**src/source/isa_pkg.sv**
```systemverilog
package isa_pkg;

    // one data or instruction word
    typedef logic [15:0] word_t;

    // index into the eight general registers
    typedef logic [2:0] reg_idx_t;

    // alu function, low three bits of the function code
    typedef enum logic [2:0] {
        add_c  = 3'd0,
        sub    = 3'd1,
        and_op = 3'd2,
        or_op  = 3'd3,
        xor_op = 3'd4,
        not_a  = 3'd5,
        inc_a  = 3'd6,
        dec_a  = 3'd7
    } alu_op_t;

    // jump condition, bits 13 to 12 of a jump
    typedef enum logic [1:0] {
        uncond = 2'd0,
        if_nz  = 2'd1,
        if_z   = 2'd2,
        never  = 2'd3
    } jmp_cond_t;

    // class nibble
    localparam int CLASS_HI = 15;
    localparam int CLASS_LO = 12;
    localparam logic [3:0] REG_CLASS = 4'b0111;
    localparam logic [3:0] NOP_CLASS = 4'b1111;

    // register class fields
    localparam int FUNC_HI = 11;
    localparam int FUNC_LO = 7;
    localparam logic [4:0] FUNC_MOV = 5'b11111;
    localparam logic [4:0] FUNC_INC = 5'b11110;
    localparam int ALU_OP_HI = 9;
    localparam int ALU_OP_LO = 7;
    localparam int DST_A_BIT = 6;
    localparam int OP1_HI = 5;
    localparam int OP1_LO = 3;
    localparam int OP2_HI = 2;
    localparam int OP2_LO = 0;

    // memory and jump class fields
    localparam int IND_BIT = 15;
    localparam int JMP_BIT = 14;
    localparam int STORE_BIT = 13;
    localparam int SEL_B_BIT = 12;
    localparam int COND_HI = 13;
    localparam int COND_LO = 12;
    localparam int ADDR_HI = 11;
    localparam int ADDR_LO = 0;

    // accumulators live in r0 and r1
    localparam reg_idx_t ACC_A_IDX = 3'd0;
    localparam reg_idx_t ACC_B_IDX = 3'd1;

endpackage

```
**src/source/mem_if.sv**
```systemverilog
interface mem_if #(
    parameter int ADDR_W = 12
);
    import isa_pkg::*;

    // word address, low ADDR_W bits only
    logic [ADDR_W-1:0] addr;
    word_t wdata;
    // write strobe, taken on the rising edge
    logic we;
    // asynchronous read data for addr
    word_t rdata;

    // initiator side, drives the access
    modport core (output addr, output wdata, output we, input rdata);

    // target side, answers the access
    modport ram (input addr, input wdata, input we, output rdata);

endinterface

```
**src/source/host_port.sv**
```systemverilog
module host_port #(
    parameter int ADDR_W = 12
) (
    input  logic           CLK,
    input  logic           RST,
    input  logic           HALT,
    output logic           parked,
    input  logic           core_parked,
    input  isa_pkg::word_t data,
    input  isa_pkg::word_t address,
    input  logic           ext_ram_rw,
    input  logic           ext_ram_en,
    output isa_pkg::word_t out,
    output logic           halted,
    // core faces the sequencer, ram faces word_ram
    mem_if.ram             core,
    mem_if.core            ram
);
    logic host_wr;
    logic host_rd;

    // halted is parked seen one edge later
    always_ff @(posedge CLK)
    begin
        if (!RST)
        begin
            halted <= 1'b0;
        end
        else
        begin
            halted <= core_parked;
        end
    end

    // park request to the core, held through a host strobe
    assign parked = HALT || (halted && ext_ram_en);

    // host strobes count only once halted
    assign host_wr = halted && ext_ram_en && ext_ram_rw;
    assign host_rd = halted && ext_ram_en && !ext_ram_rw;

    always_comb
    begin
        if (halted)
        begin
            ram.addr = address[ADDR_W-1:0];
            ram.wdata = data;
            ram.we = host_wr;
        end
        else
        begin
            ram.addr = core.addr;
            ram.wdata = core.wdata;
            ram.we = core.we;
        end
    end

    assign core.rdata = ram.rdata;

    // readback held until the next read
    always_ff @(posedge CLK)
    begin
        if (!RST)
        begin
            out <= '0;
        end
        else if (host_rd)
        begin
            out <= ram.rdata;
        end
    end

    // core is in fetch whenever halted, so it cannot be storing
    a_no_core_we_halted: assert property (@(posedge CLK) disable iff (!RST)
        halted |-> !core.we);

endmodule

```
**src/flat_wrapper.sv**
```systemverilog
// flat-port wrapper written by rule: the top's interface ports become plain ports
module host_port_flat 
#(
    parameter int ADDR_W = 12
)
  (CLK, RST, HALT, parked, core_parked, data, address, ext_ram_rw, ext_ram_en, out, halted, core_addr, core_wdata, core_we, core_rdata, ram_addr, ram_wdata, ram_we, ram_rdata);
  mem_if #(.ADDR_W(ADDR_W)) core_i ();
  mem_if #(.ADDR_W(ADDR_W)) ram_i ();
  input  logic CLK;
  input  logic RST;
  input  logic HALT;
  output logic parked;
  input  logic core_parked;
  input  isa_pkg::word_t data;
  input  isa_pkg::word_t address;
  input  logic ext_ram_rw;
  input  logic ext_ram_en;
  output isa_pkg::word_t out;
  output logic halted;
  input wire logic [$bits(core_i.addr)-1:0] core_addr;
  input wire logic [$bits(core_i.wdata)-1:0] core_wdata;
  input wire logic [$bits(core_i.we)-1:0] core_we;
  output wire logic [$bits(core_i.rdata)-1:0] core_rdata;
  output wire logic [$bits(ram_i.addr)-1:0] ram_addr;
  output wire logic [$bits(ram_i.wdata)-1:0] ram_wdata;
  output wire logic [$bits(ram_i.we)-1:0] ram_we;
  input wire logic [$bits(ram_i.rdata)-1:0] ram_rdata;
  assign core_i.addr = core_addr;
  assign core_i.wdata = core_wdata;
  assign core_i.we = core_we;
  assign core_rdata = core_i.rdata;
  assign ram_addr = ram_i.addr;
  assign ram_wdata = ram_i.wdata;
  assign ram_we = ram_i.we;
  assign ram_i.rdata = ram_rdata;
  host_port #(.ADDR_W(ADDR_W)) u_core (.CLK(CLK), .RST(RST), .HALT(HALT), .parked(parked), .core_parked(core_parked), .data(data), .address(address), .ext_ram_rw(ext_ram_rw), .ext_ram_en(ext_ram_en), .out(out), .halted(halted), .core(core_i), .ram(ram_i));
endmodule
```
**config.mk**
```make
export PLATFORM = sky130hd
export DESIGN_NAME = host_port_flat
export DESIGN_NICKNAME = d
export VERILOG_FILES = /design/src/source/isa_pkg.sv /design/src/source/mem_if.sv /design/src/source/host_port.sv /design/src/flat_wrapper.sv
export SDC_FILE = /design/constraint.sdc
export NUM_CORES = 1
export LEC_CHECK = 0
export BUFFER_PORTS_ARGS = -buffer_cell sky130_fd_sc_hd__buf_2
export CAP_MARGIN = 20
export CORE_ASPECT_RATIO = 0.6
export CORE_MARGIN = 3
export CORE_UTILIZATION = 32
export CTS_CLUSTER_SIZE = 20
export DETAILED_ROUTE_END_ITERATION = 16
export PLACE_DENSITY_LB_ADDON = 0.25
export SLEW_MARGIN = 20
export SYNTH_ARGS = -nofsm -noshare
export SYNTH_HDL_FRONTEND = slang
export SYNTH_SLANG_ARGS = --single-unit
```
**constraint.sdc**
```tcl
create_clock -name CLK -period 1.35 [get_ports CLK]
set_input_delay 0.27 -clock CLK [delete_from_list [all_inputs] [get_ports CLK]]
set_output_delay 0.27 -clock CLK [all_outputs]
set_load 0.05 [all_outputs]
```
==> flow_metrics.tcl <==
set metrics [dict create \
    status "complete, but fails checks" \
    violations "negative setup slack" \
    antenna_cells 0 \
    crit_family "flip-flops" \
    cts_tree "built" \
    path_cells "buf_12 > mux2_2 > buf_6" \
    rr_worst_depth 5 \
    dpl.hpwl_um 2910 \
    portBuffers 141 \
    overflow 0 \
    numCtsBuffers 3 \
    post-route-period-util 1.16 \
    rows 16 \
    setup_viol 30 \
    start_kind "register" \
    hold_viol_final 0 \
    yosysTopAreaCell "dfxtp_1" \
    required_ns 1.08 \
    clock-sinks 17 \
    grt_pass1_vias 1106 \
    slew_headroom 0.827 \
    h-tree-depth 1 \
    drc 0 \
    wirelength_um 3730 \
    synth_enable_flop_cells 0 \
    reg2reg_to "u_core.out[14]" \
    avgSynthCellArea_um2 9.24 \
    cts_buffer_depth 2 \
    fin_area_um2 2130 \
    critical_path_class "register to output port" \
    slew_violations 0 \
    worstSetupEndpointType "output port" \
    die_x_um 83.3 \
    power_mw 1.80 \
    synth_most_common_cell "nand2_1" \
    cp.depth 3 \
    antenna_found_initial 0 \
    maxCapViolations 0 \
    syn_inst 124 \
    fill_cells 289 \
    crit_path_start "u_core.halted" \
    cts_root_buf "clkbuf_8" \
    synthTopCellsByArea "dfxtp_1 30%, mux2_2 28%, mux2i_1 14%" \
    worstHoldPathType "input port to register" \
    dp.cells 292 \
    die_y_um 52.4 \
    pin_count 146 \
    area_growth_pct 85.9 \
    core_um2 3340 \
    first_pass_iters 2 \
    finalNetCount 336 \
    grt_usage 0.147 \
    num_vias 1289 \
    power.density_nw_per_um2 844 \
    synth_common_cells "32 x nand2_1, 28 x mux2_2, 17 x dfxtp_1" \
    final_cells 297 \
    crit_fanout 14 \
    drt-initial-drc-count 22 \
    ys_ff_latch 17 \
    start_util 0.343 \
    design.die.area_um2 4360 \
    netlist_area_um2 1150 \
    seq_area_frac_synth 0.297 \
    period_minus_slack_ns 1.56 \
    grt_max_degree 34 \
    synthFlopType "dfxtp_1" \
    grt_pass1_wl_um 5150 \
    wl_per_cell_um 12.5 \
    via_per_inst 4.34 \
    crit_buf_inv 2 \
    gp_congestion 0.706 \
    grt_setup_unrepaired "yes" \
    clkTransAtPathRegs_ns 0.06 \
    drive_above_1_share 0.730 \
    async_reset_ff_frac 0 \
    crit_slowest_cell "dfxtp_4" \
    r2r-start "u_core.halted" \
    cp.arrival_ns 1.29 \
    rrSetupSlack_ns 0.08 \
    layout_setup_ws_ns -0.213 \
    peakVddDrop_mv 0.466 \
    yosys.cell_types.count 14 \
    critPathCapture "ram_wdata[11]" \
    yosys_warnings 0 \
    worstMarginPinSlew_ns 0.261 \
    place_area_um2 1830 \
    clock.fmax_ghz 0.640 \
    max_stage_delay_ns 0.39 \
    clkLatencyLatePin_ns 0.25 \
    fin_worst_skew_ns 0.00537 \
    final_util 0.637 \
    ant_nets 0 \
    synth_top_area_frac 0.297 \
    pre_cts_slack_ns 0.0118 \
    syn-num-nets 207 \
    hold_buffers 0 \
    leakagePower_nw 1.10 \
]
## per-stage QoR
step / TNS [ns] / hold WS [ns]
finish: -5.60 / 0.235
global route: -6.80 / 0.227
CTS: -5.63 / 0.227
detailed placement: 0 / 0.446
global placement: 0 / 0.442
floorplan: -1.91 / 0.397
## logic make-up (layout without fill, tap and decap cells)
family | after synthesis | count (layout) | share of synthesized area
flops | 17 | 17 | 0.297
simple gates | 35 | 35 | 0.122
compound gates | 2 | 2 | 0.0109
mux | 44 | 44 | 0.415
buf+inv | 26 | 154 | 0.155
## worst min path at each step
stage / start / end / depth (start not counted)
finish: core_parked / u_core.halted / 2
detailed placement: u_core.out[3] / u_core.out[3] / 2
global route: core_parked / u_core.halted / 2
global placement: u_core.out[6] / u_core.out[6] / 2
CTS: core_parked / u_core.halted / 2
floorplan: core_parked / u_core.halted / 1
## power by group
part | total [mW] | leakage [nW] | internal [mW] | switching, mW
logic | 0.900 | 0.937 | 0.353 | 0.546
registers | 0.521 | 0.138 | 0.513 | 0.00806
clock network | 0.377 | 0.0255 | 0.204 | 0.173
## cell type report
cell class              count  area [µm²]  area share
multi-input cells          81         667       0.313
inverters                   1        3.75     0.00176
flip-flops and latches     17         344       0.161
repair buffers            149        1010       0.476
clock buffers               3        41.3      0.0194
clock inverters             1        5.00     0.00235
well taps                  45        56.3      0.0264
## flip-flops by register name, indices dropped and copies added (netlist names)
signal and cells:
u_core.halted 1, u_core.out 16
## cells in the final DEF, fill, tap and decap left out, types with 3 or more instances in the layout
| master | Yosys | routed |
|---|---|---|
| buf_8 | 0 | 4 |
| mux2_2 | 28 | 24 |
| dfxtp_1 | 17 | 16 |
| mux2i_1 | 16 | 16 |
| buf_2 | 4 | 111 |
| buf_12 | 0 | 3 |
| nand2_1 | 32 | 32 |
| buf_6 | 2 | 28 |
| clkbuf_8 | 0 | 3 |
| mux2_4 | 0 | 4 |
| buf_4 | 16 | 3 |
## what timing repair did
action                                  in CTS  in global routing
setup buffers                                0                  1
gates resized for setup                     63                 10
endpoints found under the setup margin      30                 30
gates cloned                                 0                  0
## worst reg2reg max path: cells and delay by family, from the launching register on
kind	cells	cell delay (ns)
DFF	1	0.39
and+or+nand+nor	1	0.21
muxes	1	0.20
buffers and inverters	3	0.41
## layer usage
metal,up-vias,track usage,part of all wire
li1,655,-,-
met1,578,0.172,0.38
met2,56,0.269,0.54
met3,0,0.0471,0.080
met4,0,0.0245,0
met5,-,0,0
(Power assumes the default switching activity.)
