===== config.mk =====
export PLATFORM = sky130hd
export DESIGN_NAME = sequencer_flat
export DESIGN_NICKNAME = d
export VERILOG_FILES = /design/src/source/isa_pkg.sv /design/src/source/core_pkg.sv /design/src/source/mem_if.sv /design/src/source/alu.sv /design/src/source/reg_file.sv /design/src/source/sequencer.sv /design/src/flat_wrapper.sv
export SDC_FILE = /design/constraint.sdc
export NUM_CORES = 1
export LEC_CHECK = 0
export ABC_CLOCK_PERIOD_IN_PS = 5100
export BUFFER_PORTS_ARGS = -buffer_cell sky130_fd_sc_hd__buf_2
export CAP_MARGIN = 30
export CORE_ASPECT_RATIO = 1.4
export CORE_UTILIZATION = 37
export CTS_CLUSTER_SIZE = 12
export DETAILED_ROUTE_END_ITERATION = 6
export SYNTH_ARGS = -nofsm -noshare
export SYNTH_HDL_FRONTEND = slang
export SYNTH_SLANG_ARGS = --single-unit
export TNS_END_PERCENT = 1

===== constraint.sdc =====
create_clock -name CLK -period 5.1 [get_ports CLK]
set_input_delay 0.51 -clock CLK [delete_from_list [all_inputs] [get_ports CLK]]
set_output_delay 0.51 -clock CLK [all_outputs]
set_load 0.05 [all_outputs]

===== src/source/isa_pkg.sv =====
package isa_pkg;

    // one data or instruction word
    typedef logic [15:0] word_t;

    // index into the eight general registers
    typedef logic [2:0] reg_idx_t;

    // alu function, low three bits of the function code
    typedef enum logic [2:0] {
        add_c  = 3'd0,
        sub    = 3'd1,
        and_op = 3'd2,
        or_op  = 3'd3,
        xor_op = 3'd4,
        not_a  = 3'd5,
        inc_a  = 3'd6,
        dec_a  = 3'd7
    } alu_op_t;

    // jump condition, bits 13 to 12 of a jump
    typedef enum logic [1:0] {
        uncond = 2'd0,
        if_nz  = 2'd1,
        if_z   = 2'd2,
        never  = 2'd3
    } jmp_cond_t;

    // class nibble
    localparam int CLASS_HI = 15;
    localparam int CLASS_LO = 12;
    localparam logic [3:0] REG_CLASS = 4'b0111;
    localparam logic [3:0] NOP_CLASS = 4'b1111;

    // register class fields
    localparam int FUNC_HI = 11;
    localparam int FUNC_LO = 7;
    localparam logic [4:0] FUNC_MOV = 5'b11111;
    localparam logic [4:0] FUNC_INC = 5'b11110;
    localparam int ALU_OP_HI = 9;
    localparam int ALU_OP_LO = 7;
    localparam int DST_A_BIT = 6;
    localparam int OP1_HI = 5;
    localparam int OP1_LO = 3;
    localparam int OP2_HI = 2;
    localparam int OP2_LO = 0;

    // memory and jump class fields
    localparam int IND_BIT = 15;
    localparam int JMP_BIT = 14;
    localparam int STORE_BIT = 13;
    localparam int SEL_B_BIT = 12;
    localparam int COND_HI = 13;
    localparam int COND_LO = 12;
    localparam int ADDR_HI = 11;
    localparam int ADDR_LO = 0;

    // accumulators live in r0 and r1
    localparam reg_idx_t ACC_A_IDX = 3'd0;
    localparam reg_idx_t ACC_B_IDX = 3'd1;

endpackage


===== src/source/core_pkg.sv =====
package core_pkg;

    // microstep of the multicycle sequencer
    typedef enum logic [2:0] {
        fetch  = 3'd0,
        decode = 3'd1,
        exec1  = 3'd2,
        exec2  = 3'd3,
        exec3  = 3'd4
    } uop_t;

    // status left by the last alu operation
    typedef struct packed {
        logic zero;
        logic carry;
    } flags_t;

    localparam flags_t FLAGS_CLEAR = '0;

endpackage


===== src/source/mem_if.sv =====
interface mem_if #(
    parameter int ADDR_W = 12
);
    import isa_pkg::*;

    // word address, low ADDR_W bits only
    logic [ADDR_W-1:0] addr;
    word_t wdata;
    // write strobe, taken on the rising edge
    logic we;
    // asynchronous read data for addr
    word_t rdata;

    // initiator side, drives the access
    modport core (output addr, output wdata, output we, input rdata);

    // target side, answers the access
    modport ram (input addr, input wdata, input we, output rdata);

endinterface


===== src/source/alu.sv =====
module alu (
    input  isa_pkg::alu_op_t op,
    input  isa_pkg::word_t   a,
    input  isa_pkg::word_t   b,
    input  logic             carry_in,
    output isa_pkg::word_t   result,
    output logic             carry,
    output logic             zero
);
    import isa_pkg::*;

    // 17 bits so bit 16 holds carry or borrow
    logic [16:0] full;
    logic arith;

    always_comb
    begin
        case (op)
            // add with the stored carry
            add_c:
                full = {1'b0, a} + {1'b0, b} + {16'd0, carry_in};
            // bit 16 set means borrow
            sub:
                full = {1'b0, a} - {1'b0, b};
            and_op:
                full = {1'b0, a & b};
            or_op:
                full = {1'b0, a | b};
            xor_op:
                full = {1'b0, a ^ b};
            not_a:
                full = {1'b0, ~a};
            inc_a:
                full = {1'b0, a} + 17'd1;
            dec_a:
                full = {1'b0, a} - 17'd1;
            default:
                full = '0;
        endcase
    end

    // only the arithmetic functions report carry
    assign arith = (op == add_c) || (op == sub) || (op == inc_a) || (op == dec_a);

    assign result = full[15:0];
    assign carry = arith & full[16];
    assign zero = (full[15:0] == 16'd0);

endmodule


===== src/source/reg_file.sv =====
module reg_file (
    input  logic               CLK,
    input  logic               RST,
    input  isa_pkg::reg_idx_t  rd_idx_a,
    input  isa_pkg::reg_idx_t  rd_idx_b,
    input  isa_pkg::reg_idx_t  wr_idx,
    input  logic               wr_en,
    input  isa_pkg::word_t     wr_data,
    output isa_pkg::word_t     rd_a,
    output isa_pkg::word_t     rd_b,
    output isa_pkg::word_t     acc_a,
    output isa_pkg::word_t     acc_b
);
    import isa_pkg::*;

    // r0 is accumulator A, r1 is accumulator B
    word_t regs [8];

    always_ff @(posedge CLK)
    begin
        if (!RST)
        begin
            for (int i = 0; i < 8; i++)
            begin
                regs[i] <= '0;
            end
        end
        else if (wr_en)
        begin
            regs[wr_idx] <= wr_data;
        end
    end

    // indexed reads see the value written on the last edge
    assign rd_a = regs[rd_idx_a];
    assign rd_b = regs[rd_idx_b];

    // fixed taps for the alu operands
    assign acc_a = regs[ACC_A_IDX];
    assign acc_b = regs[ACC_B_IDX];

endmodule


===== src/source/sequencer.sv =====
module sequencer #(
    parameter int ADDR_W = 12
) (
    input  logic CLK,
    input  logic RST,
    input  logic halt,
    output logic parked,
    mem_if.core  mem
);
    import isa_pkg::*;
    import core_pkg::*;

    typedef logic [ADDR_W-1:0] addr_t;

    // address field must fit the RAM address
    if (ADDR_W < 8 || ADDR_W > ADDR_HI - ADDR_LO + 1)
    begin : g_addr_w_check
        $error("sequencer: ADDR_W out of range 8 to 12");
    end

    uop_t uop;
    addr_t pc;
    addr_t mar;
    word_t ir;
    flags_t flags;

    // decoded view of ir
    logic is_reg;
    logic is_nop;
    logic is_mem;
    logic is_mov;
    logic is_inc;
    logic is_alu;
    logic is_ind;
    logic is_jmp;
    logic is_ldst;
    logic is_store;
    logic take_jmp;
    logic done1;
    logic done2;
    logic data_step;
    reg_idx_t op1;
    reg_idx_t op2;
    reg_idx_t acc_idx;
    addr_t ir_addr;

    // datapath
    logic rf_we;
    reg_idx_t rf_widx;
    word_t rf_wdata;
    word_t rd_a;
    word_t rd_b;
    word_t acc_a;
    word_t acc_b;
    word_t alu_res;
    logic alu_carry;
    logic alu_zero;

    assign is_reg = (ir[CLASS_HI:CLASS_LO] == REG_CLASS);
    assign is_nop = (ir[CLASS_HI:CLASS_LO] == NOP_CLASS);
    assign is_mem = !is_reg && !is_nop;
    assign is_mov = is_reg && (ir[FUNC_HI:FUNC_LO] == FUNC_MOV);
    assign is_inc = is_reg && (ir[FUNC_HI:FUNC_LO] == FUNC_INC);
    assign is_alu = is_reg && !is_mov && !is_inc;
    assign is_ind = ir[IND_BIT];
    assign is_jmp = is_mem && ir[JMP_BIT];
    assign is_ldst = is_mem && !ir[JMP_BIT];
    assign is_store = is_ldst && ir[STORE_BIT];
    assign op1 = ir[OP1_HI:OP1_LO];
    assign op2 = ir[OP2_HI:OP2_LO];
    // bit 12 picks B for load and store
    assign acc_idx = ir[SEL_B_BIT] ? ACC_B_IDX : ACC_A_IDX;
    assign ir_addr = ir[ADDR_LO +: ADDR_W];

    always_comb
    begin
        case (jmp_cond_t'(ir[COND_HI:COND_LO]))
            uncond:
                take_jmp = 1'b1;
            if_nz:
                take_jmp = !flags.zero;
            if_z:
                take_jmp = flags.zero;
            never:
                take_jmp = 1'b0;
            default:
                take_jmp = 1'b0;
        endcase
    end

    // 3 cycle group ends in exec1, 4 cycle group in exec2
    assign done1 = is_mov || is_inc || is_nop || (is_jmp && !is_ind);
    assign done2 = is_mem && (is_jmp || !is_ind);

    // step where a load or store touches its operand
    assign data_step = is_ldst && ((uop == exec2 && !is_ind) || (uop == exec3 && is_ind));

    always_comb
    begin
        rf_we = 1'b0;
        rf_widx = acc_idx;
        rf_wdata = mem.rdata;
        if (uop == exec1 && (is_mov || is_inc))
        begin
            // rd gets rs, or rd plus one
            rf_we = 1'b1;
            rf_widx = op1;
            rf_wdata = is_mov ? rd_b : rd_a + 16'd1;
        end
        else if (uop == exec1 && is_alu && op1 != ACC_A_IDX)
        begin
            rf_we = 1'b1;
            rf_widx = ACC_A_IDX;
            rf_wdata = rd_a;
        end
        else if (uop == exec2 && is_alu && op2 != ACC_B_IDX)
        begin
            // read after exec1, so op2 of r0 sees the new A
            rf_we = 1'b1;
            rf_widx = ACC_B_IDX;
            rf_wdata = rd_b;
        end
        else if (uop == exec3 && is_alu)
        begin
            rf_we = 1'b1;
            rf_widx = ir[DST_A_BIT] ? ACC_A_IDX : ACC_B_IDX;
            rf_wdata = alu_res;
        end
        else if (data_step && !is_store)
        begin
            rf_we = 1'b1;
        end
    end

    always_ff @(posedge CLK)
    begin
        if (!RST)
        begin
            uop <= fetch;
            pc <= '0;
            flags <= FLAGS_CLEAR;
        end
        else
        begin
            case (uop)
                fetch:
                begin
                    // hold here while the host owns the RAM
                    if (!halt)
                    begin
                        mar <= pc;
                        pc <= pc + 1'b1;
                        uop <= decode;
                    end
                end
                decode:
                begin
                    ir <= mem.rdata;
                    uop <= exec1;
                end
                exec1:
                begin
                    if (is_mem)
                    begin
                        mar <= ir_addr;
                    end
                    if (is_jmp && !is_ind && take_jmp)
                    begin
                        pc <= ir_addr;
                    end
                    uop <= done1 ? fetch : exec2;
                end
                exec2:
                begin
                    // indirect jump target or pointer from RAM[addr]
                    if (is_jmp && is_ind && take_jmp)
                    begin
                        pc <= mem.rdata[ADDR_W-1:0];
                    end
                    if (is_ldst && is_ind)
                    begin
                        mar <= mem.rdata[ADDR_W-1:0];
                    end
                    uop <= done2 ? fetch : exec3;
                end
                exec3:
                begin
                    if (is_alu)
                    begin
                        flags <= '{zero: alu_zero, carry: alu_carry};
                    end
                    uop <= fetch;
                end
                default:
                    uop <= fetch;
            endcase
        end
    end

    assign parked = (uop == fetch) && halt;

    // RAM always addressed through mar
    assign mem.addr = mar;
    assign mem.wdata = ir[SEL_B_BIT] ? acc_b : acc_a;
    assign mem.we = data_step && is_store;

    reg_file u_reg_file (
        .CLK      (CLK),
        .RST      (RST),
        .rd_idx_a (op1),
        .rd_idx_b (op2),
        .wr_idx   (rf_widx),
        .wr_en    (rf_we),
        .wr_data  (rf_wdata),
        .rd_a     (rd_a),
        .rd_b     (rd_b),
        .acc_a    (acc_a),
        .acc_b    (acc_b)
    );

    alu u_alu (
        .op       (alu_op_t'(ir[ALU_OP_HI:ALU_OP_LO])),
        .a        (acc_a),
        .b        (acc_b),
        .carry_in (flags.carry),
        .result   (alu_res),
        .carry    (alu_carry),
        .zero     (alu_zero)
    );

    // state register only ever holds one of the five steps
    a_uop_legal: assert property (@(posedge CLK) disable iff (!RST)
        uop inside {fetch, decode, exec1, exec2, exec3});

    // a write is the last step of its instruction, fetch follows
    a_we_final_store: assert property (@(posedge CLK) disable iff (!RST)
        mem.we |=> (uop == fetch));

endmodule


===== src/flat_wrapper.sv =====
// flat-port wrapper written by rule: the top's interface ports become plain ports
module sequencer_flat import isa_pkg::*; import core_pkg::*;
#(
    parameter int ADDR_W = 12
)
  (CLK, RST, halt, parked, mem_addr, mem_wdata, mem_we, mem_rdata);
  mem_if #(.ADDR_W(ADDR_W)) mem_i ();
  input  logic CLK;
  input  logic RST;
  input  logic halt;
  output logic parked;
  output wire logic [$bits(mem_i.addr)-1:0] mem_addr;
  output wire logic [$bits(mem_i.wdata)-1:0] mem_wdata;
  output wire logic [$bits(mem_i.we)-1:0] mem_we;
  input wire logic [$bits(mem_i.rdata)-1:0] mem_rdata;
  assign mem_addr = mem_i.addr;
  assign mem_wdata = mem_i.wdata;
  assign mem_we = mem_i.we;
  assign mem_i.rdata = mem_rdata;
  sequencer #(.ADDR_W(ADDR_W)) u_core (.CLK(CLK), .RST(RST), .halt(halt), .parked(parked), .mem(mem_i));
endmodule

==> impl_summary.md <==
Floorplanning
The area enclosed by the die boundary is 35700 sq um. In this run the core area contains 80 standard-cell rows. The standard cell core area is 34200 sq um. 49 I/O pins were placed. The die is 223 um tall. The floorplan step set the die width to 160 um. The initial utilization of the core area, before any placement, comes to 0.377.

Yosys
A synthesized cell averages 10.1 sq um. The distinct cell type count of the synthesized netlist is 89. For this run, the number of Yosys warnings is 0.

The number of cells produced by synthesis is 1273. Ranked by instance count, the synthesized netlist is headed by nor2_1, edfxtp_1, nand2_1. The share of the synthesized area in the top cell type is 0.363. The mapped cell area is 12900 sq um.

The most frequently used cell type in the post-synthesis netlist is nor2_1. The most used flip-flop cell after synthesis is edfxtp_1. For this run, the register share of the synthesized area comes to 0.398. Synthesis produced a netlist with a net count of 1347. Summed over all instances, the cell type with the most area after synthesis is edfxtp_1.

Counting flops and latches in the post-synthesis netlist gives 179. Counting flops with a built-in enable in the synthesized netlist gives 156. For this run, asynchronously set or reset flops after synthesis account for 0. In the post-synthesis netlist, the biggest area contributors are edfxtp_1, mux4_2, nor2_1.

Timing
Setup violations remaining at the end of the flow were counted as 0. After layout, the worst setup slack is 1100 ps. The final number of hold-violating endpoints came to 0.

The aggregate negative setup slack is 0 ps. The clock arrives with 11.8 ps of skew. The clock period minus worst slack is 4000 ps. Timing would allow up to 250 MHz. The worst pin sits at a relative slew slack of 0.305. Setup repair after global routing left no endpoint under its margin.

The final worst-path cycle share is 0.785. The number of max-slew violations in the final report is 0. The measured slew at the worst slew-check pin is 1040 ps.

Route
The detail route stage leaves a number of antenna-violating nets equal to 0. The total number of vias is 10800. The average via count per standard cell is 6.12. The remaining routing DRC violations is 0. The routed wirelength normalized by instance count is 24.0 um.

The starting DRC count in detailed routing is 947. The first detailed-routing pass ran for 5 iterations. The sum of routed wire length over all layers is 42.4 mm.

Setup path
Walking the worst path, the cells encountered are nand2_1 -> buf_4 -> nor2_1 -> a21oi_1 -> fa_1 -> a211oi_1 -> o211ai_1 -> nand2_1 -> xnor2_1 -> nor2_1 -> nor4_1 -> o21ai_0 -> a21boi_0 -> nor2_1. The setup path with the least slack is of type reg -> reg. The data arrival time of the critical path is 4170 ps.

In this run the register-to-register setup slack is 1100 ps. The largest fanout on the critical path is 20. At the worst endpoint, the required time is 5270 ps. The worst flop-to-flop path startpoint is u_core.ir[8]. The cell family contributing the most delay on the critical path is compound AO/OA/AOI/OAI gates. STA classifies the critical path startpoint as a register. The worst reg2reg path depth is 14. The count of buffer and inverter cells on the critical path is 1. The destination of the worst register-to-register timing path is u_core.u_reg_file.regs[5][8]. By instance count, the cell type seen most on the critical path is nor2_1.

For this run, the slowest stage of the critical path takes 650 ps. The logic depth of the worst path, buffers included is 14. Among all stages on the critical path, the largest delay is contributed by a21boi_0. The kind of capture point of the worst setup path is a register.

Clock tree
The TritonCTS clock tree is built. The quantity of hold-fixing buffers added after cts is 0. Counting every sink on the clock net gives 179. Counting along the longest clock path gives a buffer depth of 2. The number of setup buffers added after CTS is 0.

After clock tree synthesis, the clock-pin slew on the worst setup and hold paths is 70 ps. CTS placed an instance of clkbuf_16 at the clock tree root. The later pin in the worst-skew pair is clocked with a latency of 460 ps. The total number of H-tree levels is 4. The number of clock buffers added by TritonCTS is 17.

In this run, post-CTS repair resized a total of 0 instances.

Placed design
The pre-CTS worst setup slack is 1210 ps. Once placement finished, the instance area stood at 13700 sq um. Detailed placement finished with a half-perimeter wire length of 31.4 mm. The number of port buffers is 48.

At the end of routability-driven placement, the weighted congestion stood at 0.956.

Worst hold path
The launch instance of the worst min-delay path is mem_rdata[14]. The worst hold path belongs to the class in -> reg. The endpoint of the worst hold-timing path is u_core.ir[14]. The worst hold path cell count is 1.

GRT
The via count of the first global-routing pass is 10800. For this run, the total global-route usage over all layers was measured as 0.241. Entering global routing, the biggest net connects 54 pins. The number of antenna violations at the first check in global routing is 0. The first global-routing pass estimated 64.1 mm of wire.

For this run the aggregate overflow at the end of global routing stands at 0.

Finish
The post-layout net count is 1377. The antenna diode count is 0. The cell area after layout is 14300 sq um. The area growth from synthesis to layout is 10.8%. The ratio of cells with drive above 1 in the final layout is 0.163.

Measured on the finished design, the core utilization comes to 0.418.

Power and ir drop
The power density over the cells is 261 nW/um^2. The largest vdd supply drop is 0.000256 V. The analysis attributes to cell leakage a power of 5.36 nW.

Job
The max-capacitance violation count is 0.

Run status
The run finished with clean final reports.
[where the power goes]
group / internal, mW / leakage [nW] / switching (mW)
sequential: 1.65 / 1.77 / 0.0677
clock: 0.729 / 0.292 / 0.584
combinational: 0.270 / 3.29 / 0.428
[cell type report]
type,count,area (sq um)
tap,451,564
inverter,43,161
fill,3287,19900
multi-input combinational,972,7200
sequential,179,5150
timing repair buffer,90,658
clock buffer,24,526
clock inverter,8,58.8
[how the worst max path moves through the flow]
stage | from | end
2_1_floorplan | u_core.ir[7] | u_core.u_reg_file.regs[0][11]
3_3_place_gp | u_core.ir[8] | u_core.u_reg_file.regs[2][11]
3_5_place_dp | u_core.ir[8] | u_core.u_reg_file.regs[5][11]
4_1_cts | u_core.ir[8] | u_core.u_reg_file.regs[6][11]
5_1_grt | u_core.ir[9] | u_core.u_reg_file.regs[7][8]
6_report | u_core.ir[8] | u_core.u_reg_file.regs[5][8]
[cells in the final DEF, fill, tap and decap left out, drive strengths merged, types with 9 or more instances in the layout]
| master | count |
|---|---|
| nand3 | 22 |
| edfxtp | 156 |
| a211oi | 17 |
| a21boi | 10 |
| inv | 48 |
| a21oi | 81 |
| nor2 | 205 |
| o21a | 13 |
| clkbuf | 24 |
| o22ai | 12 |
| a21o | 9 |
| mux2i | 52 |
| xnor2 | 13 |
| nand2 | 123 |
| and3 | 14 |
| ha | 52 |
| mux2 | 14 |
| o211ai | 12 |
| buf | 90 |
| nand2b | 14 |
| mux4 | 65 |
| o21ai | 73 |
| xor2 | 13 |
| dfxtp | 23 |
| nor2b | 14 |
| nor3 | 22 |
[cell families after synthesis]
kind of cell / after synthesis / share of synthesized area
XOR/XNOR: 26 / 0.0176
flip-flops: 179 / 0.398
AND/OR/NAND/NOR: 461 / 0.160
buffers and inverters: 122 / 0.0457
multiplexers: 131 / 0.171
AO/OA/AOI/OAI: 299 / 0.153
adder cells (fa/ha/maj): 55 / 0.0550
[sequential cells by signal, summed over array words and instances (netlist names), named ones only]
name and flops:
u_core.flags 2, u_core.pc 12, u_core.ir 16, u_core.u_reg_file.regs 128
u_core.uop 3, u_core.mem.addr 12
[per-stage QoR]
step,power (mW),instances,hold WS (ps)
2_1_floorplan,2.23,1273,440
3_3_place_gp,2.41,1728,458
3_5_place_dp,2.43,1734,472
4_1_cts,3.73,1766,256
5_1_grt,3.85,1767,260
6_report,3.73,1767,268
[per-layer routing]
layer / part of all wire / vias to the layer above / global-route usage
met5: 0 / - / 0
met4: 0.068 / 0 / 0.174
met1: 0.37 / 5376 / 0.267
met3: 0.052 / 148 / 0.0299
li1: - / 4834 / -
met2: 0.51 / 457 / 0.425
Power figures use the tool's default switching activity.
